## config.mk

```make
export PLATFORM = sky130hd
export DESIGN_NAME = int_exec_core
export DESIGN_NICKNAME = d
export VERILOG_FILES = /design/src/exec_pkg.sv /design/src/exec_ctrl.sv /design/src/inst_decoder.sv /design/src/int_alu.sv /design/src/int_exec_core.sv /design/src/operand_sel.sv /design/src/pipe_reg.sv /design/src/reg_file.sv
export SDC_FILE = /design/constraint.sdc
export NUM_CORES = 2
export LEC_CHECK = 0
export ABC_AREA = 1
export BUFFER_PORTS_ARGS = -buffer_cell sky130_fd_sc_hd__clkbuf_2
export CAP_MARGIN = 20
export CORE_AREA = 2 2 488 490
export CTS_BUF_LIST = sky130_fd_sc_hd__clkbuf_4
export DETAILED_ROUTE_END_ITERATION = 12
export DIE_AREA = 0 0 490 492
export PLACE_DENSITY = 0.46
export SLEW_MARGIN = 20
export SYNTH_ARGS = -nofsm -noshare
export SYNTH_HDL_FRONTEND = slang
export SYNTH_SLANG_ARGS = --single-unit
```

## constraint.sdc

```tcl
create_clock -name clk -period 4.6 [get_ports clk]
set_input_delay 0.23 -clock clk [delete_from_list [all_inputs] [get_ports clk]]
set_output_delay 0.23 -clock clk [all_outputs]
set_load 0.05 [all_outputs]
```

## src/exec_pkg.sv

```systemverilog
package exec_pkg;

    localparam int xlen = 32;

    typedef logic [xlen-1:0] word_t;
    typedef logic [4:0]      reg_addr_t;

    // major opcodes kept by this core
    localparam logic [6:0] op_reg   = 7'b0110011;
    localparam logic [6:0] op_imm   = 7'b0010011;
    localparam logic [6:0] op_lui   = 7'b0110111;
    localparam logic [6:0] op_auipc = 7'b0010111;

    // funct3 of the arithmetic groups
    localparam logic [2:0] f3_add_sub = 3'b000;
    localparam logic [2:0] f3_sll     = 3'b001;
    localparam logic [2:0] f3_slt     = 3'b010;
    localparam logic [2:0] f3_sltu    = 3'b011;
    localparam logic [2:0] f3_xor     = 3'b100;
    localparam logic [2:0] f3_srl_sra = 3'b101;
    localparam logic [2:0] f3_or      = 3'b110;
    localparam logic [2:0] f3_and     = 3'b111;

    localparam logic [6:0] funct7_base = 7'b0000000;
    localparam logic [6:0] funct7_alt  = 7'b0100000; // sub, sra

    typedef enum logic [3:0] {
        alu_add,
        alu_sub,
        alu_sll,
        alu_slt,
        alu_sltu,
        alu_xor,
        alu_srl,
        alu_sra,
        alu_or,
        alu_and,
        alu_pass_b // lui
    } alu_op_e;

    typedef enum logic {
        src_rs1,
        src_pc
    } src_a_e;

    typedef enum logic {
        src_rs2,
        src_imm
    } src_b_e;

    // decode stage payload
    typedef struct packed {
        reg_addr_t rs1;
        reg_addr_t rs2;
        reg_addr_t rd;
        alu_op_e   alu_op;
        src_a_e    src_a;
        src_b_e    src_b;
        word_t     imm;
        word_t     pc;
        logic      illegal;
    } decoded_t;

    // write-back stage payload
    typedef struct packed {
        reg_addr_t rd;
        word_t     data;
    } wb_t;

endpackage

```

## src/exec_ctrl.sv

```systemverilog
`timescale 1ns/100ps

module exec_ctrl import exec_pkg::*; (
    input  logic      clk,
    input  logic      rst,
    input  logic      ex_valid,
    input  logic      ex_illegal,
    input  reg_addr_t ex_rs1,
    input  reg_addr_t ex_rs2,
    input  src_a_e    ex_src_a,
    input  src_b_e    ex_src_b,
    input  logic      wb_valid_q,
    input  reg_addr_t wb_rd_q,
    output logic      id_load,
    output logic      wb_load,
    output logic      rf_wen,
    output logic      fwd_a,
    output logic      fwd_b,
    output logic      halt
);

    logic wb_live; // wb stage holds a result for a real register

    assign wb_live = wb_valid_q && (wb_rd_q != '0);

    // sticky until reset
    always_ff @(posedge clk) begin
        if (!rst) begin
            halt <= 1'b0;
        end else if (ex_valid && ex_illegal) begin
            halt <= 1'b1;
        end
    end

    assign id_load = !halt;
    assign wb_load = ex_valid && !ex_illegal && !halt; // illegal never reaches wb

    assign rf_wen = wb_live;

    // bypass the wb result into a directly dependent instruction
    assign fwd_a = wb_live && (wb_rd_q == ex_rs1) && (ex_src_a == src_rs1);
    assign fwd_b = wb_live && (wb_rd_q == ex_rs2) && (ex_src_b == src_rs2);

endmodule

```

## src/inst_decoder.sv

```systemverilog
`timescale 1ns/100ps

module inst_decoder import exec_pkg::*; (
    input  word_t    inst_word,
    input  word_t    inst_pc,
    output decoded_t dec
);

    logic [6:0] opcode;
    logic [2:0] funct3;
    logic [6:0] funct7; // also imm[11:5] for shifts
    word_t      imm_i;
    word_t      imm_u;

    assign opcode = inst_word[6:0];
    assign funct3 = inst_word[14:12];
    assign funct7 = inst_word[31:25];

    assign imm_i = {{20{inst_word[31]}}, inst_word[31:20]}; // sign extended
    assign imm_u = {inst_word[31:12], 12'b0};

    always_comb begin
        dec.rs1     = inst_word[19:15];
        dec.rs2     = inst_word[24:20];
        dec.rd      = inst_word[11:7];
        dec.pc      = inst_pc;
        dec.imm     = imm_i;
        dec.alu_op  = alu_add;
        dec.src_a   = src_rs1;
        dec.src_b   = src_imm;
        dec.illegal = 1'b0;

        case (opcode)
            op_reg: begin
                dec.src_b = src_rs2;
                case (funct3)
                    f3_add_sub: dec.alu_op = (funct7 == funct7_alt) ? alu_sub : alu_add;
                    f3_sll:     dec.alu_op = alu_sll;
                    f3_slt:     dec.alu_op = alu_slt;
                    f3_sltu:    dec.alu_op = alu_sltu;
                    f3_xor:     dec.alu_op = alu_xor;
                    f3_srl_sra: dec.alu_op = (funct7 == funct7_alt) ? alu_sra : alu_srl;
                    f3_or:      dec.alu_op = alu_or;
                    default:    dec.alu_op = alu_and;
                endcase
                // alt funct7 only legal on sub and sra
                if (funct7 == funct7_alt) begin
                    dec.illegal = (funct3 != f3_add_sub) && (funct3 != f3_srl_sra);
                end else if (funct7 != funct7_base) begin
                    dec.illegal = 1'b1;
                end
            end

            op_imm: begin
                case (funct3)
                    f3_add_sub: dec.alu_op = alu_add;
                    f3_sll: begin
                        dec.alu_op  = alu_sll;
                        dec.illegal = (funct7 != funct7_base); // upper imm must be zero
                    end
                    f3_slt:     dec.alu_op = alu_slt;
                    f3_sltu:    dec.illegal = 1'b1; // not supported in imm group
                    f3_xor:     dec.alu_op = alu_xor;
                    f3_srl_sra: begin
                        dec.alu_op  = funct7[5] ? alu_sra : alu_srl;
                        dec.illegal = ({funct7[6], funct7[4:0]} != 6'b0); // only bit 10 allowed
                    end
                    f3_or:      dec.alu_op = alu_or;
                    default:    dec.alu_op = alu_and;
                endcase
            end

            op_lui: begin
                dec.imm    = imm_u;
                dec.alu_op = alu_pass_b;
            end

            op_auipc: begin
                dec.imm   = imm_u;
                dec.src_a = src_pc; // pc + imm_u
            end

            default: dec.illegal = 1'b1; // unknown opcode
        endcase
    end

endmodule

```

## src/int_alu.sv

```systemverilog
`timescale 1ns/100ps

module int_alu import exec_pkg::*; (
    input  alu_op_e op,
    input  word_t   a,
    input  word_t   b,
    output word_t   result
);

    logic [4:0] shamt;
    logic       lt_signed;
    logic       lt_unsigned;

    assign shamt       = b[4:0];
    assign lt_signed   = $signed(a) < $signed(b);
    assign lt_unsigned = a < b;

    always_comb begin
        case (op)
            alu_add:    result = a + b;
            alu_sub:    result = a - b;
            alu_sll:    result = a << shamt;
            alu_slt:    result = {{(xlen-1){1'b0}}, lt_signed};
            alu_sltu:   result = {{(xlen-1){1'b0}}, lt_unsigned};
            alu_xor:    result = a ^ b;
            alu_srl:    result = a >> shamt;
            alu_sra:    result = $signed(a) >>> shamt; // sign fill
            alu_or:     result = a | b;
            alu_and:    result = a & b;
            alu_pass_b: result = b; // lui
            default:    result = '0;
        endcase
    end

endmodule

```

## src/int_exec_core.sv

```systemverilog
`timescale 1ns/100ps

module int_exec_core import exec_pkg::*; (
    input  logic      clk,
    input  logic      rst,
    input  logic      inst_valid,
    input  word_t     inst_word,
    input  word_t     inst_pc,
    output logic      wb_valid,
    output reg_addr_t wb_rd,
    output word_t     wb_data,
    output logic      halt
);

    decoded_t id_dec;     // decoder output
    decoded_t ex_dec;     // execute stage payload
    logic     ex_valid;
    word_t    rf_a;
    word_t    rf_b;
    word_t    op_a;
    word_t    op_b;
    word_t    alu_result;
    wb_t      ex_wb;
    wb_t      wb_q;
    logic     id_load;
    logic     wb_load;
    logic     rf_wen;
    logic     fwd_a;
    logic     fwd_b;

    assign ex_wb   = '{rd: ex_dec.rd, data: alu_result};
    assign wb_rd   = wb_q.rd;
    assign wb_data = wb_q.data;

    inst_decoder dec0 (.inst_word(inst_word), .inst_pc(inst_pc), .dec(id_dec));

    pipe_reg #(.payload_t(decoded_t)) id_stage (
        .clk(clk), .rst(rst), .load(id_load),
        .in_valid(inst_valid), .in_data(id_dec),
        .out_valid(ex_valid), .out_data(ex_dec)
    );

    reg_file rf0 (
        .clk(clk),
        .raddr_a(ex_dec.rs1), .raddr_b(ex_dec.rs2),
        .waddr(wb_rd), .wdata(wb_data), .wen(rf_wen),
        .rdata_a(rf_a), .rdata_b(rf_b)
    );

    operand_sel osel0 (
        .rf_a(rf_a), .rf_b(rf_b), .wb_data_q(wb_data), .dec(ex_dec),
        .fwd_a(fwd_a), .fwd_b(fwd_b), .op_a(op_a), .op_b(op_b)
    );

    int_alu alu0 (.op(ex_dec.alu_op), .a(op_a), .b(op_b), .result(alu_result));

    pipe_reg #(.payload_t(wb_t)) wb_stage (
        .clk(clk), .rst(rst), .load(wb_load),
        .in_valid(ex_valid), .in_data(ex_wb),
        .out_valid(wb_valid), .out_data(wb_q)
    );

    exec_ctrl ctrl0 (
        .clk(clk), .rst(rst),
        .ex_valid(ex_valid), .ex_illegal(ex_dec.illegal),
        .ex_rs1(ex_dec.rs1), .ex_rs2(ex_dec.rs2),
        .ex_src_a(ex_dec.src_a), .ex_src_b(ex_dec.src_b),
        .wb_valid_q(wb_valid), .wb_rd_q(wb_rd),
        .id_load(id_load), .wb_load(wb_load), .rf_wen(rf_wen),
        .fwd_a(fwd_a), .fwd_b(fwd_b), .halt(halt)
    );

endmodule

```

## src/operand_sel.sv

```systemverilog
`timescale 1ns/100ps

module operand_sel import exec_pkg::*; (
    input  word_t    rf_a,
    input  word_t    rf_b,
    input  word_t    wb_data_q,
    input  decoded_t dec,
    input  logic     fwd_a,
    input  logic     fwd_b,
    output word_t    op_a,
    output word_t    op_b
);

    always_comb begin
        if (fwd_a) begin
            op_a = wb_data_q; // result of previous instruction
        end else if (dec.src_a == src_pc) begin
            op_a = dec.pc; // auipc
        end else begin
            op_a = rf_a;
        end
    end

    always_comb begin
        if (fwd_b) begin
            op_b = wb_data_q;
        end else if (dec.src_b == src_imm) begin
            op_b = dec.imm;
        end else begin
            op_b = rf_b;
        end
    end

endmodule

```

## src/pipe_reg.sv

```systemverilog
`timescale 1ns/100ps

module pipe_reg #(
    parameter type payload_t = logic
) (
    input  logic     clk,
    input  logic     rst,
    input  logic     load,
    input  logic     in_valid,
    input  payload_t in_data,
    output logic     out_valid,
    output payload_t out_data
);

    always_ff @(posedge clk) begin
        if (!rst) begin
            out_valid <= 1'b0;
        end else begin
            out_valid <= load && in_valid; // no load means bubble
        end
    end

    always_ff @(posedge clk) begin
        if (load) begin
            out_data <= in_data;
        end
    end

endmodule

```

## src/reg_file.sv

```systemverilog
`timescale 1ns/100ps

module reg_file import exec_pkg::*; (
    input  logic      clk,
    input  reg_addr_t raddr_a,
    input  reg_addr_t raddr_b,
    input  reg_addr_t waddr,
    input  word_t     wdata,
    input  logic      wen,
    output word_t     rdata_a,
    output word_t     rdata_b
);

    word_t regs [0:31];

    always_ff @(posedge clk) begin
        if (wen && (waddr != '0)) begin // x0 writes dropped
            regs[waddr] <= wdata;
        end
    end

    // x0 hardwired to zero
    assign rdata_a = (raddr_a == '0) ? '0 : regs[raddr_a];
    assign rdata_b = (raddr_b == '0) ? '0 : regs[raddr_b];

endmodule

```

==> tab_implementation.tex <==
\begin{tabular}{lr}
\hline
Metric & Value \\
\hline
\multicolumn{2}{l}{\textbf{Status}} \\
\quad Result of the run & finished, final reports clean \\
\multicolumn{2}{l}{\textbf{STA}} \\
\quad Worst Tran Pin Value & about 1100 ps \\
\quad Count of endpoints failing setup in the final report & 0 \\
\quad Share of the clock period used by the worst path after layout & about 100\% \\
\quad Final Slew Violations & 0 \\
\quad Relative slew margins & 29.3\% \\
\quad RSZ-0062 raised after global routing & true \\
\quad Highest clock rate & about 220 MHz \\
\quad Period minus WS final & approximately 4500 ps \\
\quad Final Worst Setup Slack & about 68 ps \\
\quad Worst clock skew on the final layout & 151 ps \\
\quad Setup Total Neg Slack & 0 ps \\
\quad Hold violation count in the final report & 0 \\
\multicolumn{2}{l}{\textbf{Floorplanning}} \\
\quad Horizontal die dimension & about 490 um \\
\quad Die Y-Extent & slightly below 500 um \\
\quad Starting utilization of the core area & $\sim$28\% \\
\quad Row count & between 150 and 200 \\
\quad \# IOs & 106 \\
\quad Core Box Area & between 200,000 and 250,000 um\^{}2 \\
\quad Die area & 241,000 um\^{}2 \\
\multicolumn{2}{l}{\textbf{Final layout}} \\
\quad Layout cell share with drive strength beyond 1 & approximately a quarter \\
\quad Final net count & slightly above 9,000 \\
\quad Area added between synthesis and finish & 33.5\% \\
\quad Total non-filler cell area in the finished layout & just under 90,000 um\^{}2 \\
\quad Final cell utilization of the core & 37.1\% \\
\multicolumn{2}{l}{\textbf{Pwr}} \\
\quad Sequential group share of total power & between 30\% and 40\% \\
\quad Switch share & 35.1\% \\
\quad VDD IR-drop max & approximately 0.00030 V \\
\quad P\_int & roughly 21 mW \\
\quad Total leakage power & roughly 35 nW \\
\quad Clock network fraction of design power & 30.8\% \\
\quad Pwr dens & approximately 370 nW/um\^{}2 \\
\quad Switching component of the power & 11.4 mW \\
\quad Combinational share of power & 33.2\% \\
\multicolumn{2}{l}{\textbf{Drt}} \\
\quad Wirelength per Cell & approximately 27 um \\
\quad Vias per cell & between 5 and 6 \\
\quad Number of remaining DRC errors & 0 \\
\quad First-pass DRT Iterations & 6 \\
\quad Routed vias & approximately 68,000 \\
\quad Wirelength, routed & around 330 mm \\
\quad Final ANT Viol Nets & 0 \\
\quad DRC violation total after the first TritonRoute iteration & a little under 9,000 \\
\multicolumn{2}{l}{\textbf{Global route}} \\
\quad Tot GR Track Use & about a quarter \\
\quad Met3 usage in global routing & 4.40\% \\
\quad Met2 capacity usage during global routing & between 30\% and 40\% \\
\quad Global-route layer with the greatest usage & met2 \\
\quad First-pass GRT wire length & between 400 and 500 mm \\
\quad Pin count of the biggest net entering global routing & 83 \\
\quad Via count of the first global-routing pass & 63,200 \\
\quad Number of antenna violations at the first check in global routing & 11 \\
\quad Final global-route overflow total & 0 \\
\quad GRT met1 Usage & 35.3\% \\
\multicolumn{2}{l}{\textbf{Yosys}} \\
\quad Post-synth ARST share & 0\% \\
\quad Combined area of all synthesized cells & 65,800 um\^{}2 \\
\quad Commonest cells post-synth & 2,254 x nand2\_1, 1,299 x nand3\_1, 1,147 x edfxtp\_1 \\
\quad Dominant cells by area after synthesis & edfxtp\_1 52\%, nand2\_1 13\%, nand3\_1 9.9\%, o21ai\_0 4.5\%, nor2\_1 4.1\% \\
\quad Gate Count Post-Synth & 7,754 \\
\quad Register bit total from synthesis & approximately 1,200 \\
\quad Synth top area share & approximately 52\% \\
\quad Primary flip-flop cell chosen by synthesis mapping & edfxtp\_1 \\
\quad Syn avg cell area & approximately 8.5 um\^{}2 \\
\quad Count of different cell masters after synthesis & 57 \\
\quad Sequential fraction of the synthesis area & a little over half \\
\quad Dominant cell type by area after synthesis & edfxtp\_1 \\
\quad Number of warnings issued by yosys & 0 \\
\quad Most frequently used cell type in the post-synthesis netlist & nand2\_1 \\
\quad Count of flip-flops with a built-in enable after synthesis & 1,147 \\
\multicolumn{2}{l}{\textbf{Clock network}} \\
\quad Skew-Pair Late Insertion Delay & $\sim$1400 ps \\
\quad Clock buffer count from CTS & between 300 and 400 \\
\quad Master cell of the clock root buffer & clkbuf\_4 \\
\quad CTS H-tree lvls & 5 \\
\quad CTS Sinks & around 1,200 \\
\quad Clock transition at the register clock pins on the worst setup and hold paths after CTS & 60 ps \\
\quad Deepest clock path buffer count & 4 \\
\quad CTS tree & built \\
\multicolumn{2}{l}{\textbf{Critical path}} \\
\quad Cells on worst reg2reg path & 28 \\
\quad Data arrival time of the critical path & around 5600 ps \\
\quad Delay of the slowest cell on the worst path & 380 ps \\
\quad Worst setup path endpoint & wb\_stage.out\_data[23] \\
\quad Critical path start-end classification & reg2reg \\
\quad Number of logic stages on the critical path including buffering & 28 \\
\quad Required time of the critical path & 5680 ps \\
\quad Cell class contributing the biggest share of worst-path delay & buffers and inverters \\
\quad Top fanout value on the critical path & 7 \\
\quad Setup slack, reg-to-reg & 70 ps \\
\quad Cell mode on critical path & nand3\_2 \\
\quad Reg-to-reg endpoint & wb\_stage.out\_data[23] \\
\quad Element type at the critical path end & flip-flop \\
\quad Slowest-stage cell, CP & dfxtp\_4 \\
\quad Critical path buffers and inverters & 10 \\
\quad Setup crit start kind & flip-flop \\
\multicolumn{2}{l}{\textbf{Hold path}} \\
\quad Class of the worst hold path & in2reg \\
\multicolumn{2}{l}{\textbf{Place}} \\
\quad Post-Place Worst Slack & -891 ps \\
\quad Final weighted congestion in routability-driven placement & 0.995 \\
\quad Total placed instance area & approximately 77,000 um\^{}2 \\
\quad Number of buffers added on ports & approximately 110 \\
\quad Half-perimeter wire length of the detailed placement result & roughly 200 mm \\
\multicolumn{2}{l}{\textbf{Job}} \\
\quad Max-cap violations & 0 \\
\hline
\end{tabular}
## worst min path at each step
stage	start	endpoint	slack (ps)	cells past startpoint
2_1_floorplan	inst_pc[9]	id_stage.out_data[10]	330	0
3_3_place_gp	inst_pc[27]	id_stage.out_data[28]	410	1
3_5_place_dp	id_stage.out_data[74]	wb_stage.out_data[35]	410	0
4_1_cts	inst_word[23]	id_stage.out_data[79]	2	3
5_1_grt	inst_word[23]	id_stage.out_data[79]	70	3
6_report	inst_word[23]	id_stage.out_data[79]	150	3
## layout by cell type (no fill, tap or decap), drive strengths merged, types with 7 or more instances in the layout
master,Yosys,routed
nor2,731,731
o21ai,657,657
inv,286,294
buf,359,1031
edfxtp,1147,1147
conb,1,32
dfxtp,13,13
bufinv,0,7
xor2,15,15
clkinv,8,97
ha,97,97
nand4,34,34
dlygate4sd3,0,181
o221ai,216,216
a21oi,235,235
o211ai,31,31
a221oi,17,17
o21bai,10,10
a31oi,8,8
nand3,1302,1302
or2,12,12
nor3,30,30
o22ai,38,38
nand2,2263,2263
clkbuf,198,618
## metrics by stage
step | hold slack, ps | power [mW] | instances
detailed placement | 407 | 20.7 | 11400
global placement | 409 | 20.7 | 11400
floorplan | 329 | 16.4 | 7785
finish | 152 | 32.5 | 12300
global route | 65.4 | 33.9 | 12300
CTS | 1.61 | 31.3 | 12200
## per-layer routing
metal	up-vias	routed length (um)
met5	-	42
met3	756	33000
met2	4309	143000
met1	32900	135000
met4	6	16800
li1	29700	-
## worst register-to-register path: cells and delay by family (launching register included)
family          cells  cell delay (ps)
flops               1              380
fa+ha+maj           1              300
buf+inv            10             1350
simple gates        8             1110
compound gates      9             1060
## registers in the layout (all words and copies together) (netlist names), named ones only
register / count
id_stage.out_valid: 1
id_stage.out_data: 86
wb_stage.out_data: 37
wb_stage.out_valid: 1
ctrl0.halt: 1
rf0.regs: 1024
## area by class of cell
class	instances	area, um^2
diodes	6	15.0
clock buffers	481	3610
clock inverters	98	569
fillers	23900	149000
inverters	294	1220
multi-input cells	5774	29900
flip-flops and latches	1160	34700
well taps	3167	3960
repair buffers	1352	13700
repair inverters	6	72.6
## timing repair
item / CTS / global route
setup buffers: 29 / 90
cloned: 17 / 39
hold buffers: 181 / 0
endpoints found under the setup margin: 25 / 28
resized for setup: 177 / 657
endpoints found under the hold margin: 99 / 0
pin swaps: 35 / 227
## power groups by stage
stage          combinational [mW]  clock (mW)  sequential [mW]
2_1_floorplan                4.52           0             11.9
3_3_place_gp                 8.81           0             11.9
3_5_place_dp                 8.81           0             11.9
4_1_cts                      9.42        10.2             11.7
5_1_grt                      11.4        10.8             11.7
6_report                     10.8        9.99             11.7
## kinds of logic after synthesis
kind of cell	after synthesis	share of synthesized area, %
AND/OR/NAND/NOR	4384	27.9
AO/OA/AOI/OAI	1244	11.3
other	1	0.00570
buffers and inverters	851	5.84
adder cells (fa/ha/maj)	99	1.91
XOR/XNOR	15	0.200
flip-flops	1160	52.8
No activity file was read; power rests on OpenSTA's default activity.
